## config.mk

```make
export PLATFORM = sky130hd
export DESIGN_NAME = aes256_dec
export DESIGN_NICKNAME = d
export VERILOG_FILES = /design/src/aes_ctrl_pkg.sv /design/src/aes_types_pkg.sv /design/src/aes_stage_if.sv /design/src/aes256_dec.sv /design/src/aes_state_reg.sv /design/src/dec_round_ctrl.sv /design/src/inv_mix_columns.sv /design/src/inv_shift_sub_bytes.sv /design/src/inv_sbox_rom.sv
export VERILOG_INCLUDE_DIRS = /design/src /design/src/src
export SDC_FILE = /design/constraint.sdc
export NUM_CORES = 2
export LEC_CHECK = 0
export BUFFER_PORTS_ARGS = -buffer_cell sky130_fd_sc_hd__buf_2
export CAP_MARGIN = 0
export CORE_ASPECT_RATIO = 1.1
export CORE_MARGIN = 5
export CORE_UTILIZATION = 45
export DETAILED_ROUTE_END_ITERATION = 7
export SLEW_MARGIN = 5
export SYNTH_ARGS = -nofsm -noshare
export SYNTH_HDL_FRONTEND = slang
export SYNTH_SLANG_ARGS = --single-unit
```

## constraint.sdc

```tcl
create_clock -name clk -period 13.6 [get_ports clk]
set_input_delay 0.68 -clock clk [delete_from_list [all_inputs] [get_ports clk]]
set_output_delay 0.68 -clock clk [all_outputs]
set_load 0.02 [all_outputs]
```

## src/aes_dec_defines.svh

```systemverilog
// aes-256 decryption constants
`ifndef AES_DEC_DEFINES_SVH
`define AES_DEC_DEFINES_SVH

// number of cipher rounds for a 256-bit key
`define AES_NR 14

// block width in bits
`define AES_BLOCK_BITS 128

// bytes per block
`define AES_NBYTES 16

// round key address width, covers 0 to 14
`define AES_KEY_ADDR_BITS 4

`endif
```

## src/aes_ctrl_pkg.sv

```systemverilog
// decryption sequencer types
`include "aes_dec_defines.svh"

package aes_ctrl_pkg;

    // sequencer states
    // LOAD waits one cycle after the initial key addition
    // SUB waits on the byte-serial stage
    // ARK adds the round key
    // MIX waits on inverse mix columns
    typedef enum logic [2:0]
    {
        IDLE,
        LOAD,
        SUB,
        ARK,
        MIX,
        DONE
    } dec_state_e;

    // round index, 0 for the initial key add up to 14
    typedef logic [`AES_KEY_ADDR_BITS-1:0] round_t;

endpackage

```

## src/aes_types_pkg.sv

```systemverilog
// aes data types and gf arithmetic
`include "aes_dec_defines.svh"

package aes_types_pkg;

    // single state byte
    typedef logic [7:0] aes_byte_t;
    // one state column, row 0 in the top byte
    typedef logic [0:3][7:0] aes_col_t;
    // full block, byte 0 in bits 127:120
    typedef logic [0:`AES_NBYTES-1][7:0] aes_block_t;

    // multiply by x modulo the aes polynomial
    function automatic aes_byte_t gf_xtime(input aes_byte_t b);
        return {b[6:0], 1'b0} ^ (b[7] ? 8'h1b : 8'h00);
    endfunction

    function automatic aes_byte_t gf_mul9(input aes_byte_t b);
        return gf_xtime(gf_xtime(gf_xtime(b))) ^ b;
    endfunction

    function automatic aes_byte_t gf_mul11(input aes_byte_t b);
        return gf_xtime(gf_xtime(gf_xtime(b))) ^ gf_xtime(b) ^ b;
    endfunction

    function automatic aes_byte_t gf_mul13(input aes_byte_t b);
        return gf_xtime(gf_xtime(gf_xtime(b))) ^ gf_xtime(gf_xtime(b)) ^ b;
    endfunction

    // 14 = 8 + 4 + 2, no plain term
    function automatic aes_byte_t gf_mul14(input aes_byte_t b);
        return gf_xtime(gf_xtime(gf_xtime(b))) ^ gf_xtime(gf_xtime(b)) ^ gf_xtime(b);
    endfunction

endpackage

```

## src/aes_stage_if.sv

```systemverilog
// transform stage interface
`timescale 1ns/1ns

interface aes_stage_if;
    import aes_types_pkg::*;

    // one-cycle request into the stage
    logic       start;
    // block sampled by the stage with start
    aes_block_t blk_in;
    // one-cycle completion from the stage
    logic       done;
    // stage result, held from done until the next start
    aes_block_t blk_out;

    // sequencer side
    modport master (output start, input done);

    // working register side
    modport feed (output blk_in, input blk_out);

    // transform stage side
    modport stage (input start, input blk_in, output done, output blk_out);

endinterface

```

## src/aes256_dec.sv

```systemverilog
// aes-256 decryption core
`timescale 1ns/1ns
`include "aes_dec_defines.svh"

module aes256_dec
(
    input  logic                          clk,
    input  logic                          resetn,
    input  logic                          in_valid,
    input  aes_types_pkg::aes_block_t     in_data,
    output logic [`AES_KEY_ADDR_BITS-1:0] key_addr,
    input  aes_types_pkg::aes_block_t     key,
    output logic                          out_valid,
    output aes_types_pkg::aes_block_t     out_data
);

    // capture strobes from the sequencer
    logic load;
    logic ark;
    logic mix_cap;

    // sub bytes link and mix columns link
    aes_stage_if sub_if ();
    aes_stage_if mix_if ();

    dec_round_ctrl ctrl_i
    (
        .clk       (clk),
        .resetn    (resetn),
        .in_valid  (in_valid),
        .key_addr  (key_addr),
        .load      (load),
        .ark       (ark),
        .mix_cap   (mix_cap),
        .out_valid (out_valid),
        .sub_if    (sub_if),
        .mix_if    (mix_if)
    );

    aes_state_reg state_i
    (
        .clk       (clk),
        .resetn    (resetn),
        .in_data   (in_data),
        .key       (key),
        .load      (load),
        .ark       (ark),
        .mix_cap   (mix_cap),
        .out_valid (out_valid),
        .out_data  (out_data),
        .sub_if    (sub_if),
        .mix_if    (mix_if)
    );

    inv_shift_sub_bytes sub_i
    (
        .clk    (clk),
        .resetn (resetn),
        .stg    (sub_if)
    );

    inv_mix_columns mix_i
    (
        .clk    (clk),
        .resetn (resetn),
        .stg    (mix_if)
    );

endmodule

```

## src/aes_state_reg.sv

```systemverilog
// working block and output register
`timescale 1ns/1ns

module aes_state_reg
(
    input  logic                      clk,
    input  logic                      resetn,
    input  aes_types_pkg::aes_block_t in_data,
    input  aes_types_pkg::aes_block_t key,
    input  logic                      load,
    input  logic                      ark,
    input  logic                      mix_cap,
    input  logic                      out_valid,
    output aes_types_pkg::aes_block_t out_data,
    aes_stage_if.feed                 sub_if,
    aes_stage_if.feed                 mix_if
);
    import aes_types_pkg::*;

    aes_block_t work;
    aes_block_t out_q;

    // round key addition on load and ark
    // mix result taken as is
    always_ff @(posedge clk)
    begin
        if (load)
        begin
            work <= in_data ^ key;
        end
        else if (ark)
        begin
            work <= sub_if.blk_out ^ key;
        end
        else if (mix_cap)
        begin
            work <= mix_if.blk_out;
        end
    end

    // plaintext kept until the next completion
    always_ff @(posedge clk or negedge resetn)
    begin
        if (!resetn)
        begin
            out_q <= '0;
        end
        else if (out_valid)
        begin
            out_q <= work;
        end
    end

    // final block already shown during the out_valid cycle
    assign out_data = out_valid ? work : out_q;

    // both stages read the same working block
    assign sub_if.blk_in = work;
    assign mix_if.blk_in = work;

endmodule

```

## src/dec_round_ctrl.sv

```systemverilog
// decryption round sequencer
`timescale 1ns/1ns
`include "aes_dec_defines.svh"

module dec_round_ctrl
(
    input  logic                          clk,
    input  logic                          resetn,
    input  logic                          in_valid,
    output logic [`AES_KEY_ADDR_BITS-1:0] key_addr,
    output logic                          load,
    output logic                          ark,
    output logic                          mix_cap,
    output logic                          out_valid,
    aes_stage_if.master                   sub_if,
    aes_stage_if.master                   mix_if
);
    import aes_ctrl_pkg::*;

    dec_state_e state;
    dec_state_e state_nxt;
    round_t     round;
    logic       last_round;
    logic       sub_start;
    logic       mix_start;

    // round 14 skips mix columns
    assign last_round = (round == round_t'(`AES_NR));

    // keys are used in reverse, 14 first and 0 last
    assign key_addr = round_t'(`AES_NR) - round;

    // next state and capture strobes
    always_comb
    begin
        state_nxt = state;
        load      = 1'b0;
        ark       = 1'b0;
        mix_cap   = 1'b0;
        case (state)
            IDLE:
            begin
                // initial key add with key_addr at 14
                if (in_valid)
                begin
                    load      = 1'b1;
                    state_nxt = LOAD;
                end
            end
            LOAD:
            begin
                state_nxt = SUB;
            end
            SUB:
            begin
                if (sub_if.done)
                begin
                    state_nxt = ARK;
                end
            end
            ARK:
            begin
                ark       = 1'b1;
                state_nxt = last_round ? DONE : MIX;
            end
            MIX:
            begin
                if (mix_if.done)
                begin
                    mix_cap   = 1'b1;
                    state_nxt = SUB;
                end
            end
            DONE:
            begin
                state_nxt = IDLE;
            end
            default:
            begin
                state_nxt = IDLE;
            end
        endcase
    end

    always_ff @(posedge clk or negedge resetn)
    begin
        if (!resetn)
        begin
            state     <= IDLE;
            round     <= '0;
            sub_start <= 1'b0;
            mix_start <= 1'b0;
            out_valid <= 1'b0;
        end
        else
        begin
            state <= state_nxt;
            // start in the first cycle of a stage state
            // so the stage sees the block captured on entry
            sub_start <= (state_nxt == SUB) && (state != SUB);
            mix_start <= (state_nxt == MIX) && (state != MIX);
            out_valid <= (state_nxt == DONE);
            // round only moves outside SUB so the key stays put for ARK
            if (state == LOAD)
            begin
                round <= round_t'(1);
            end
            else if (mix_cap)
            begin
                round <= round + 1'b1;
            end
            else if (state == DONE)
            begin
                round <= '0;
            end
        end
    end

    assign sub_if.start = sub_start;
    assign mix_if.start = mix_start;

endmodule

```

## src/inv_mix_columns.sv

```systemverilog
// inverse mix columns stage
`timescale 1ns/1ns
`include "aes_dec_defines.svh"

module inv_mix_columns
(
    input  logic       clk,
    input  logic       resetn,
    aes_stage_if.stage stg
);
    import aes_types_pkg::*;

    localparam int ncols = `AES_BLOCK_BITS / 32;

    aes_block_t mixed;
    aes_block_t blk_q;
    logic       done_q;

    // column times the inverse matrix
    // rows are 0e 0b 0d 09 rotated right once per row
    function automatic aes_col_t inv_mix_col(input aes_col_t col);
        aes_col_t res;
        res[0] = gf_mul14(col[0]) ^ gf_mul11(col[1]) ^ gf_mul13(col[2]) ^ gf_mul9(col[3]);
        res[1] = gf_mul9(col[0]) ^ gf_mul14(col[1]) ^ gf_mul11(col[2]) ^ gf_mul13(col[3]);
        res[2] = gf_mul13(col[0]) ^ gf_mul9(col[1]) ^ gf_mul14(col[2]) ^ gf_mul11(col[3]);
        res[3] = gf_mul11(col[0]) ^ gf_mul13(col[1]) ^ gf_mul9(col[2]) ^ gf_mul14(col[3]);
        return res;
    endfunction

    // all columns in parallel
    always_comb
    begin
        for (int c = 0; c < ncols; c++)
        begin
            mixed[4*c +: 4] = inv_mix_col(stg.blk_in[4*c +: 4]);
        end
    end

    always_ff @(posedge clk)
    begin
        if (stg.start)
        begin
            blk_q <= mixed;
        end
    end

    // result ready one cycle after start
    always_ff @(posedge clk or negedge resetn)
    begin
        if (!resetn)
        begin
            done_q <= 1'b0;
        end
        else
        begin
            done_q <= stg.start;
        end
    end

    assign stg.blk_out = blk_q;
    assign stg.done    = done_q;

endmodule

```

## src/inv_shift_sub_bytes.sv

```systemverilog
// inverse shift rows and sub bytes stage
`timescale 1ns/1ns
`include "aes_dec_defines.svh"

module inv_shift_sub_bytes
(
    input  logic       clk,
    input  logic       resetn,
    aes_stage_if.stage stg
);
    import aes_types_pkg::*;

    localparam int idx_bits = $clog2(`AES_NBYTES);
    localparam logic [idx_bits-1:0] last_idx = idx_bits'(`AES_NBYTES - 1);

    aes_block_t          blk_buf;
    aes_block_t          shifted;
    aes_byte_t           sbox_addr;
    aes_byte_t           sbox_data;
    logic                rd_busy;
    logic [idx_bits-1:0] rd_idx;
    logic                wr_en;
    logic [idx_bits-1:0] wr_idx;
    logic                done_q;

    // row r rotates right by r columns
    function automatic aes_block_t inv_shift_rows(input aes_block_t blk);
        aes_block_t res;
        for (int c = 0; c < 4; c++)
        begin
            for (int r = 0; r < 4; r++)
            begin
                res[4*c + r] = blk[4*((c - r + 4) % 4) + r];
            end
        end
        return res;
    endfunction

    assign shifted = inv_shift_rows(stg.blk_in);

    // byte 0 goes straight from the input on start
    // later bytes are read back from the buffer
    assign sbox_addr = stg.start ? shifted[0] : blk_buf[rd_idx];

    inv_sbox_rom sbox_i
    (
        .clk  (clk),
        .addr (sbox_addr),
        .data (sbox_data)
    );

    // read walk and write pointer, writes trail reads by the table latency
    always_ff @(posedge clk or negedge resetn)
    begin
        if (!resetn)
        begin
            rd_busy <= 1'b0;
            rd_idx  <= '0;
            wr_en   <= 1'b0;
            wr_idx  <= '0;
            done_q  <= 1'b0;
        end
        else
        begin
            wr_en  <= stg.start | rd_busy;
            wr_idx <= stg.start ? '0 : rd_idx;
            // last write lands on this edge
            done_q <= wr_en && (wr_idx == last_idx);
            if (stg.start)
            begin
                rd_busy <= 1'b1;
                rd_idx  <= idx_bits'(1);
            end
            else if (rd_busy)
            begin
                rd_idx <= rd_idx + 1'b1;
                if (rd_idx == last_idx)
                begin
                    rd_busy <= 1'b0;
                end
            end
        end
    end

    // shifted block in, then each slot overwritten by its substitute
    always_ff @(posedge clk)
    begin
        if (stg.start)
        begin
            blk_buf <= shifted;
        end
        else if (wr_en)
        begin
            blk_buf[wr_idx] <= sbox_data;
        end
    end

    assign stg.blk_out = blk_buf;
    assign stg.done    = done_q;

endmodule

```

## src/inv_sbox_rom.sv

```systemverilog
// inverse s-box table
`timescale 1ns/1ns

module inv_sbox_rom
(
    input  logic                   clk,
    input  aes_types_pkg::aes_byte_t addr,
    output aes_types_pkg::aes_byte_t data
);
    import aes_types_pkg::*;

    // entry 0 leftmost, one row of 16 entries per line
    localparam logic [0:255][7:0] inv_sbox_tbl =
    {
        128'h52096ad53036a538bf40a39e81f3d7fb,
        128'h7ce339829b2fff87348e4344c4dee9cb,
        128'h547b9432a6c2233dee4c950b42fac34e,
        128'h082ea16628d924b2765ba2496d8bd125,
        128'h72f8f66486689816d4a45ccc5d65b692,
        128'h6c704850fdedb9da5e154657a78d9d84,
        128'h90d8ab008cbcd30af7e45805b8b34506,
        128'hd02c1e8fca3f0f02c1afbd0301138a6b,
        128'h3a9111414f67dcea97f2cfcef0b4e673,
        128'h96ac7422e7ad3585e2f937e81c75df6e,
        128'h47f11a711d29c5896fb7620eaa18be1b,
        128'hfc563e4bc6d279209adbc0fe78cd5af4,
        128'h1fdda8338807c731b11210592780ec5f,
        128'h60517fa919b54a0d2de57a9f93c99cef,
        128'ha0e03b4dae2af5b0c8ebbb3c83539961,
        128'h172b047eba77d626e169146355210c7d
    };

    // one cycle read latency
    aes_byte_t data_q;

    always_ff @(posedge clk)
    begin
        data_q <= inv_sbox_tbl[addr];
    end

    assign data = data_q;

endmodule

```

Word-level counts from Yosys, hierarchy flattened
Memories as Yosys holds them, arrays and structs flattened. A register that Yosys moved wholly into a read port is not among the register bits.
Cells that the tools add are included.
{ "word_totals": {"regBits": 534, "latch_bits": 0, "mem_bits_rw": 0, "romBits": 2048, "inputBits": 259, "output_inout_bits": 133, "word_cells": 382, "n_memories": 1} }
{ "mem_list": {"columns": ["name", "words", "word_bits", "read_ports", "rd_clocked_by_memory_dff", "wr", "line_no", "text"], "rows": [
  ["(name not given)", 256, 8, 1, 1, 0, "inv_sbox_rom.sv:38", "data_q <= inv_sbox_tbl[addr];"]
]} }
{ "classes": {"n_addsub": 3, "n_mul": 0, "div": 0, "n_lt_le_gt_ge": 3, "eq_ne": 13, "n_shift": 0, "mux": 80, "bitwise": 198, "reduce_logical": 9} }
{ "ops": {"columns": ["cell", "n"], "rows": [
  ["8-bit XOR", 190],
  ["128-bit 2-to-1 mux", 6],
  ["128-bit XOR", 2],
  ["5-bit 2-to-1 mux", 48],
  ["128-bit bitwise mux", 1],
  ["8-bit binary-select mux with 4-bit select", 1],
  ["8-bit demux with 4-bit select", 1],
  ["8-bit 2-to-1 mux", 4],
  ["4-bit 2-to-1 mux", 6],
  ["8-bit by 5-bit XOR with 8-bit output", 2],
  ["3-bit case mux with 5 select lines", 1],
  ["3-bit equality test, second input constant", 4],
  ["4-bit equality test, second input constant", 3],
  ["5-bit greater-or-equal comparator, second input constant", 2],
  ["4-bit NOT with 5-bit output", 2],
  ["3-bit by 2-bit equality test with 1-bit output, second input constant", 3],
  ["1-bit 2-to-1 mux", 9],
  ["3-bit 2-to-1 mux", 3],
  ["8-bit NOT with 9-bit output", 1],
  ["4-bit by 1-bit adder with 4-bit output, second input constant", 2],
  ["3-bit nonzero test", 2],
  ["5-bit by 1-bit < comparator with 1-bit output, second input constant", 1],
  ["1-bit logical AND", 4],
  ["2-bit nonzero test", 2],
  ["other kinds (6)", 6]
]} }

Depth between registers and ports, before layout
{ "depth": {"depth_word": 11, "ltp_mapped": 18, "mapped_depth_nobuf": 13} }

Cells and area by module
A second synthesis with hierarchy kept.
{ "unflattened": {"hier_cells": 3252, "area_unflattened_um2": 38339.3} }
{ "modules_own_cells": {"columns": ["module", "instances", "cells_each", "area_per_inst_um2", "seq_area_each_um2"], "rows": [
  ["aes_state_reg", 1, 1212, 14467.6, 7046.8],
  ["inv_mix_columns", 1, 939, 12513.3, 3868.7],
  ["inv_shift_sub_bytes", 1, 488, 7041.8, 4119.0],
  ["inv_sbox_rom", 1, 562, 3736.1, 160.2],
  ["dec_round_ctrl", 1, 51, 580.6, 250.2]
]} }

Least setup slack after synthesis
Ideal clock, no wire load.
{ "synth_timing": {"kind": "input -> register", "from": "input in_valid", "to": "register state_i.work, in the netlist state_i.mix_if.blk_in[0], enable pin", "setup_ps": 802, "t_arrival_ps": 10267, "required_time_ps": 12798, "setup_slack_ps": 2531, "path_stages": 3, "cell_sequence": "nor2b_1 -> a21oi_1 -> o31ai_1"} }
{ "synth_between": {"elab_chain_len": 3} }
{ "synth_lines": {"columns": ["element", "line_no", "text"], "rows": [
  ["start: declaration", "aes256_dec.sv:9", "input logic in_valid,"],
  ["1-bit 2-to-1 mux", "dec_round_ctrl.sv:44", "if (in_valid)"],
  ["1-bit 2-to-1 mux", "dec_round_ctrl.sv:40", "case (state)"],
  ["3-bit nonzero test (no source line)", null, null],
  ["end signal: assignment", "aes_state_reg.sv:29", "work <= in_data ^ key;"],
  ["end signal: assignment", "aes_state_reg.sv:33", "work <= sub_if.blk_out ^ key;"],
  ["end signal: assignment", "aes_state_reg.sv:37", "work <= mix_if.blk_out;"],
  ["end: declaration", "aes_state_reg.sv:20", "aes_block_t work;"]
]} }
No other way between the ends.
A chain may end at the register's enable or synchronous reset.

Worst setup path in the final report
{ "layout_timing": {"from": "register sub_i.rd_idx[0]", "to": "register sub_i.sbox_i.data_q[2], in the netlist sub_i.sbox_i.data[2]"} }
{ "layout_between": {"elab_chain_len": 6} }
{ "layout_lines": {"columns": ["element", "line_no", "text"], "rows": [
  ["start: declaration", "inv_shift_sub_bytes.sv:21", "logic [idx_bits-1:0] rd_idx;"],
  ["start signal: assignment", "inv_shift_sub_bytes.sv:72", "rd_idx <= idx_bits'(1);"],
  ["start signal: assignment", "inv_shift_sub_bytes.sv:76", "rd_idx <= rd_idx + 1'b1;"],
  ["4-bit NOT with 5-bit output (implied by the code)", "inv_shift_sub_bytes.sv:43", "assign sbox_addr = stg.start ? shifted[0] : blk_buf[rd_idx];"],
  ["8-bit binary-select mux with 4-bit select", "inv_shift_sub_bytes.sv:43", null],
  ["8-bit 2-to-1 mux (implied by the code) (2 in series)", "inv_shift_sub_bytes.sv:43", null],
  ["8-bit 2-to-1 mux", "inv_shift_sub_bytes.sv:43", null],
  ["8-bit NOT with 9-bit output (implied by the code)", "inv_sbox_rom.sv:38", null],
  ["end: declaration", "inv_sbox_rom.sv:34", "aes_byte_t data_q;"]
]} }
No other way between the ends. The select of a mux whose other input is x is not followed.

==> results.md <==
- The net total in the final layout is 3,632.
- The via count of the first global-routing pass was 28,600.
- Setup violations remaining at the end of the flow were counted as 0.
- The path class of the lowest-slack min-delay path is in2async.
- After detailed placement, the design holds a cell count of 4,322.
- Of the cells placed in the final design, the portion with a size suffix greater than 1 is 0.218.
- Clock latency on the worst-skew pair, taken at its later pin, is 0.66 ns.
- The placed instances occupy a cell area of 37,500 um^2.
- The number of flip-flops and latches in the synthesized netlist is 542.
- The first global-routing pass estimated 206,000 um of wire.
- The post-CTS setup repair buffer count is 0.
- The number of nets in the synthesized netlist is 3,408.
- Clock skew on the completed layout was measured at 0.0313 ns.
- Clock-pin slew was measured on the worst setup and hold paths at 0.06 ns.
- After legalization and detailed placement, the total HPWL measured 107,000 um.
- The number of gates given a new drive strength after cts is 0.
- The sequential cell area fraction in the yosys report is 0.442.
- The final count of hold timing violations is 0.
- Headroom to the max-slew limit came out at 0.00890.
- The number of distinct standard cells referenced by the synthesized netlist is 86.
- The longest clock path from root to sink contains 3 buffers.
- For the worst setup path, the data arrival time is 6.04 ns.
- The sum of negative setup slack is 0 ns.
- STA puts the critical path data required time at 14.11 ns.
- The checks that failed: max-capacitance violations.
- Measured along the y axis, the die boundary spans 302 um.
- After synthesis, the share of flip-flops with an asynchronous set or reset is 0.277.
- The total global routing track utilization is 0.337.
- At the end of routability-driven placement, the weighted congestion stood at 1.01.
- The number of enable flip-flop cells after synthesis is 384.
- The average instance area after synthesis is 11.2 um^2.
- Input and output buffers added on the ports amount to 391.
- During synthesis, Yosys emitted a total of 0 warnings.
- Compared with the post-synthesis result, the final layout area differs by 12.8%.
- The number of rows created at floorplan is 107.
- In the synthesized netlist the dominant register cell turns out to be sky130_fd_sc_hd__edfxtp_1.
- For this block, the initial DRC count from the detailed router was 3,688.
- The clock root buffer master is sky130_fd_sc_hd__clkbuf_16.
- 392 I/O pins were placed.
- The flow ran to the end, but the final reports show violations.
- The synthesized netlist cell count is 3,125.
- The core area is 77,200 um^2.
- In this run, post-CTS hold repair placed 0 buffers.
- The number of design rule violations left after detail routing is 0.
- The number of pins exceeding their max-slew limit in the final report came to 0.
- The routed wire length is 146,000 um.
- Counting the buffers created by CTS gives 60.
- Derived from the worst setup path, the maximum achievable clock frequency is 0.181 GHz.
- The sort of element at the start of the critical path is a register.
- The number of standard cells in the layout, taps in and fillers out is 4,438.
- The summed instance area of the synthesized netlist is 34,900 um^2.
- The detailed-route vias per instance is 6.53.
- Max-cap violations in this run came to 1.
- The top-area cell type share of the netlist area is 0.330.
- TritonCTS built the clock tree.
- In this run the remaining antenna-violating nets after routing total 0.
- The H-tree was split into 2 levels.
- The final cycle utilization of the critical path is 0.407.
- Sorting the synthesized cells by area gives the leading types as sky130_fd_sc_hd__edfxtp_1, sky130_fd_sc_hd__xnor2_1, sky130_fd_sc_hd__dfrtp_1.
- After layout, the minimum clock period comes to 5.53 ns.
- The initial utilization of the core area, before any placement, comes to 0.452.
- The worst setup path is captured at a register.
- The finished layout cell area is 39,400 um^2.
- Setup repair after global routing left no endpoint under its margin.
- The routed length per placed instance is 32.9 um.
- Of all cell types, the one taking the most synthesized area is sky130_fd_sc_hd__edfxtp_1.
- The number of iterations in the first detailed-routing pass is 5.
- The floorplan step set the die width to 276 um.
- The filler cells instantiated in the layout total 7,006.
- Entering global routing, the biggest net connects 102 pins.
- For the pin with the worst max-slew slack, the measured transition is 1.47 ns.
- The clock sink total is 542.
- The total overflow left after global routing is 0.
- The number of antenna violations at the first check in global routing is 3.
- The die covers 83,300 um^2.
- For this block, the via count after detailed routing is 29,000.
- The type of the setup path with the least slack is reg2reg.
- Of all nets on the critical path, the largest fanout is 38.
==> stage by stage <==
stage | hold WS [ns] | setup slack [ns] | util
finish | 0.0486 | 8.07 | 0.510
global route | 0.0850 | 7.85 | 0.510
CTS | 0.0509 | 8.21 | 0.510
detailed placement | 0.482 | 8.22 | 0.485
global placement | 0.477 | 8.19 | 0.485
floorplan | 0.384 | 2.53 | -
==> cells by family after synthesis <==
group	share of synthesized area
xor gates and xnor gates	0.205
AOI/OAI and AO/OA	0.200
muxes	0.0668
adders and majority gates	0.00859
DFF	0.442
and+or+nand+nor	0.0418
buffers and inverters	0.0359
==> path summary, 6_finish.rpt <==
kind | startpoint | endpoint | slack (ns) | cells after the start
worst max-delay path | sub_i.rd_idx[0]$_DFFE_PN0P_ | sub_i.sbox_i.data[2]$_DFF_P_ | 8.07 | 12
worst min-delay path | resetn | state_i.out_q[119]$_DFF_PN0_ | 0.05 | 1
worst max register to register | sub_i.rd_idx[0]$_DFFE_PN0P_ | sub_i.sbox_i.data[2]$_DFF_P_ | 8.07 | 12
worst min register to register | state_i.out_q[13]$_DFF_PN0_ | state_i.out_q[13]$_DFF_PN0_ | 0.49 | 1
max in group asynchronous | resetn | state_i.out_q[58]$_DFF_PN0_ | 11.77 | 3
min in group clk | key[4] | state_i.mix_if.blk_in[4]$_DFFE_PP_ | 0.34 | 2
==> flip-flops by register name, indices dropped and copies added (netlist names), 3 cells and up <==
name                   count
mix_i.stg.blk_out        128
state_i.mix_if.blk_in    128
state_i.out_q            128
sub_i.stg.blk_out        128
sub_i.sbox_i.data          8
ctrl_i.round               4
sub_i.rd_idx               4
sub_i.wr_idx               4
ctrl_i.state               3
==> cell type report <==
type | instances | area (um^2) | share of cell area
diodes | 2 | 5.00 | 0.000127
repair buffers | 448 | 2390 | 0.0606
clock inverters | 27 | 201 | 0.00511
multi-input cells | 2284 | 18300 | 0.464
inverters | 13 | 48.8 | 0.00124
well taps | 1035 | 1290 | 0.0328
clock buffers | 87 | 1740 | 0.0440
flip-flops and latches | 542 | 15500 | 0.392
==> cells in the mapped netlist, types with 22 or more instances <==
cell type and n:
sky130_fd_sc_hd__a21oi_1 187, sky130_fd_sc_hd__a22o_1 241, sky130_fd_sc_hd__buf_2 37, sky130_fd_sc_hd__clkbuf_1 222, sky130_fd_sc_hd__dfrtp_1 150, sky130_fd_sc_hd__edfxtp_1 384
sky130_fd_sc_hd__ha_1 24, sky130_fd_sc_hd__mux2_2 141, sky130_fd_sc_hd__mux2i_1 24, sky130_fd_sc_hd__mux4_2 22, sky130_fd_sc_hd__nand2_1 90, sky130_fd_sc_hd__nand3_1 29
sky130_fd_sc_hd__nor2_1 73, sky130_fd_sc_hd__o21ai_0 68, sky130_fd_sc_hd__o22a_1 128, sky130_fd_sc_hd__o22ai_1 139, sky130_fd_sc_hd__xnor2_1 637, sky130_fd_sc_hd__xor2_1 180
==> per-layer routing <==
metal,global-route usage,part of all wire
met5,0,0.00014
met2,0.540,0.46
met3,0.0590,0.093
met1,0.447,0.39
met4,0.156,0.057
==> worst max-delay path: stages, from the launching register on <==
cell                       delay [ns]
sky130_fd_sc_hd__dfrtp_2         0.46
sky130_fd_sc_hd__buf_4           0.55
sky130_fd_sc_hd__mux4_2          0.59
sky130_fd_sc_hd__mux2_2          0.30
sky130_fd_sc_hd__a221o_1         0.41
sky130_fd_sc_hd__nand2_2         0.50
sky130_fd_sc_hd__ha_1            0.80
sky130_fd_sc_hd__o21ai_0         0.77
sky130_fd_sc_hd__o21ai_0         0.35
sky130_fd_sc_hd__a21oi_1         0.13
sky130_fd_sc_hd__a221o_1         0.34
sky130_fd_sc_hd__nand3_1         0.08
sky130_fd_sc_hd__o211ai_1        0.10
==> placed cells by master, fill, tap and decap left out, types with 21 or more instances in the layout <==
| cell type | count |
|---|---|
| sky130_fd_sc_hd__a211oi_1 | 21 |
| sky130_fd_sc_hd__xor2_1 | 180 |
| sky130_fd_sc_hd__o22a_1 | 128 |
| sky130_fd_sc_hd__a22o_1 | 241 |
| sky130_fd_sc_hd__nand3_1 | 29 |
| sky130_fd_sc_hd__dfrtp_1 | 145 |
| sky130_fd_sc_hd__clkbuf_16 | 62 |
| sky130_fd_sc_hd__nand2_1 | 88 |
| sky130_fd_sc_hd__o22ai_1 | 139 |
| sky130_fd_sc_hd__mux2_2 | 141 |
| sky130_fd_sc_hd__nor2_1 | 73 |
| sky130_fd_sc_hd__mux4_2 | 22 |
| sky130_fd_sc_hd__a21oi_1 | 187 |
| sky130_fd_sc_hd__buf_4 | 57 |
| sky130_fd_sc_hd__nor3_1 | 21 |
| sky130_fd_sc_hd__buf_2 | 390 |
| sky130_fd_sc_hd__mux2i_1 | 24 |
| sky130_fd_sc_hd__xnor2_1 | 637 |
| sky130_fd_sc_hd__edfxtp_1 | 384 |
| sky130_fd_sc_hd__o21ai_0 | 68 |
| sky130_fd_sc_hd__ha_1 | 24 |
Power is not shown: default switching activity piles up to over one toggle a cycle in this logic, so the estimate is an artifact.
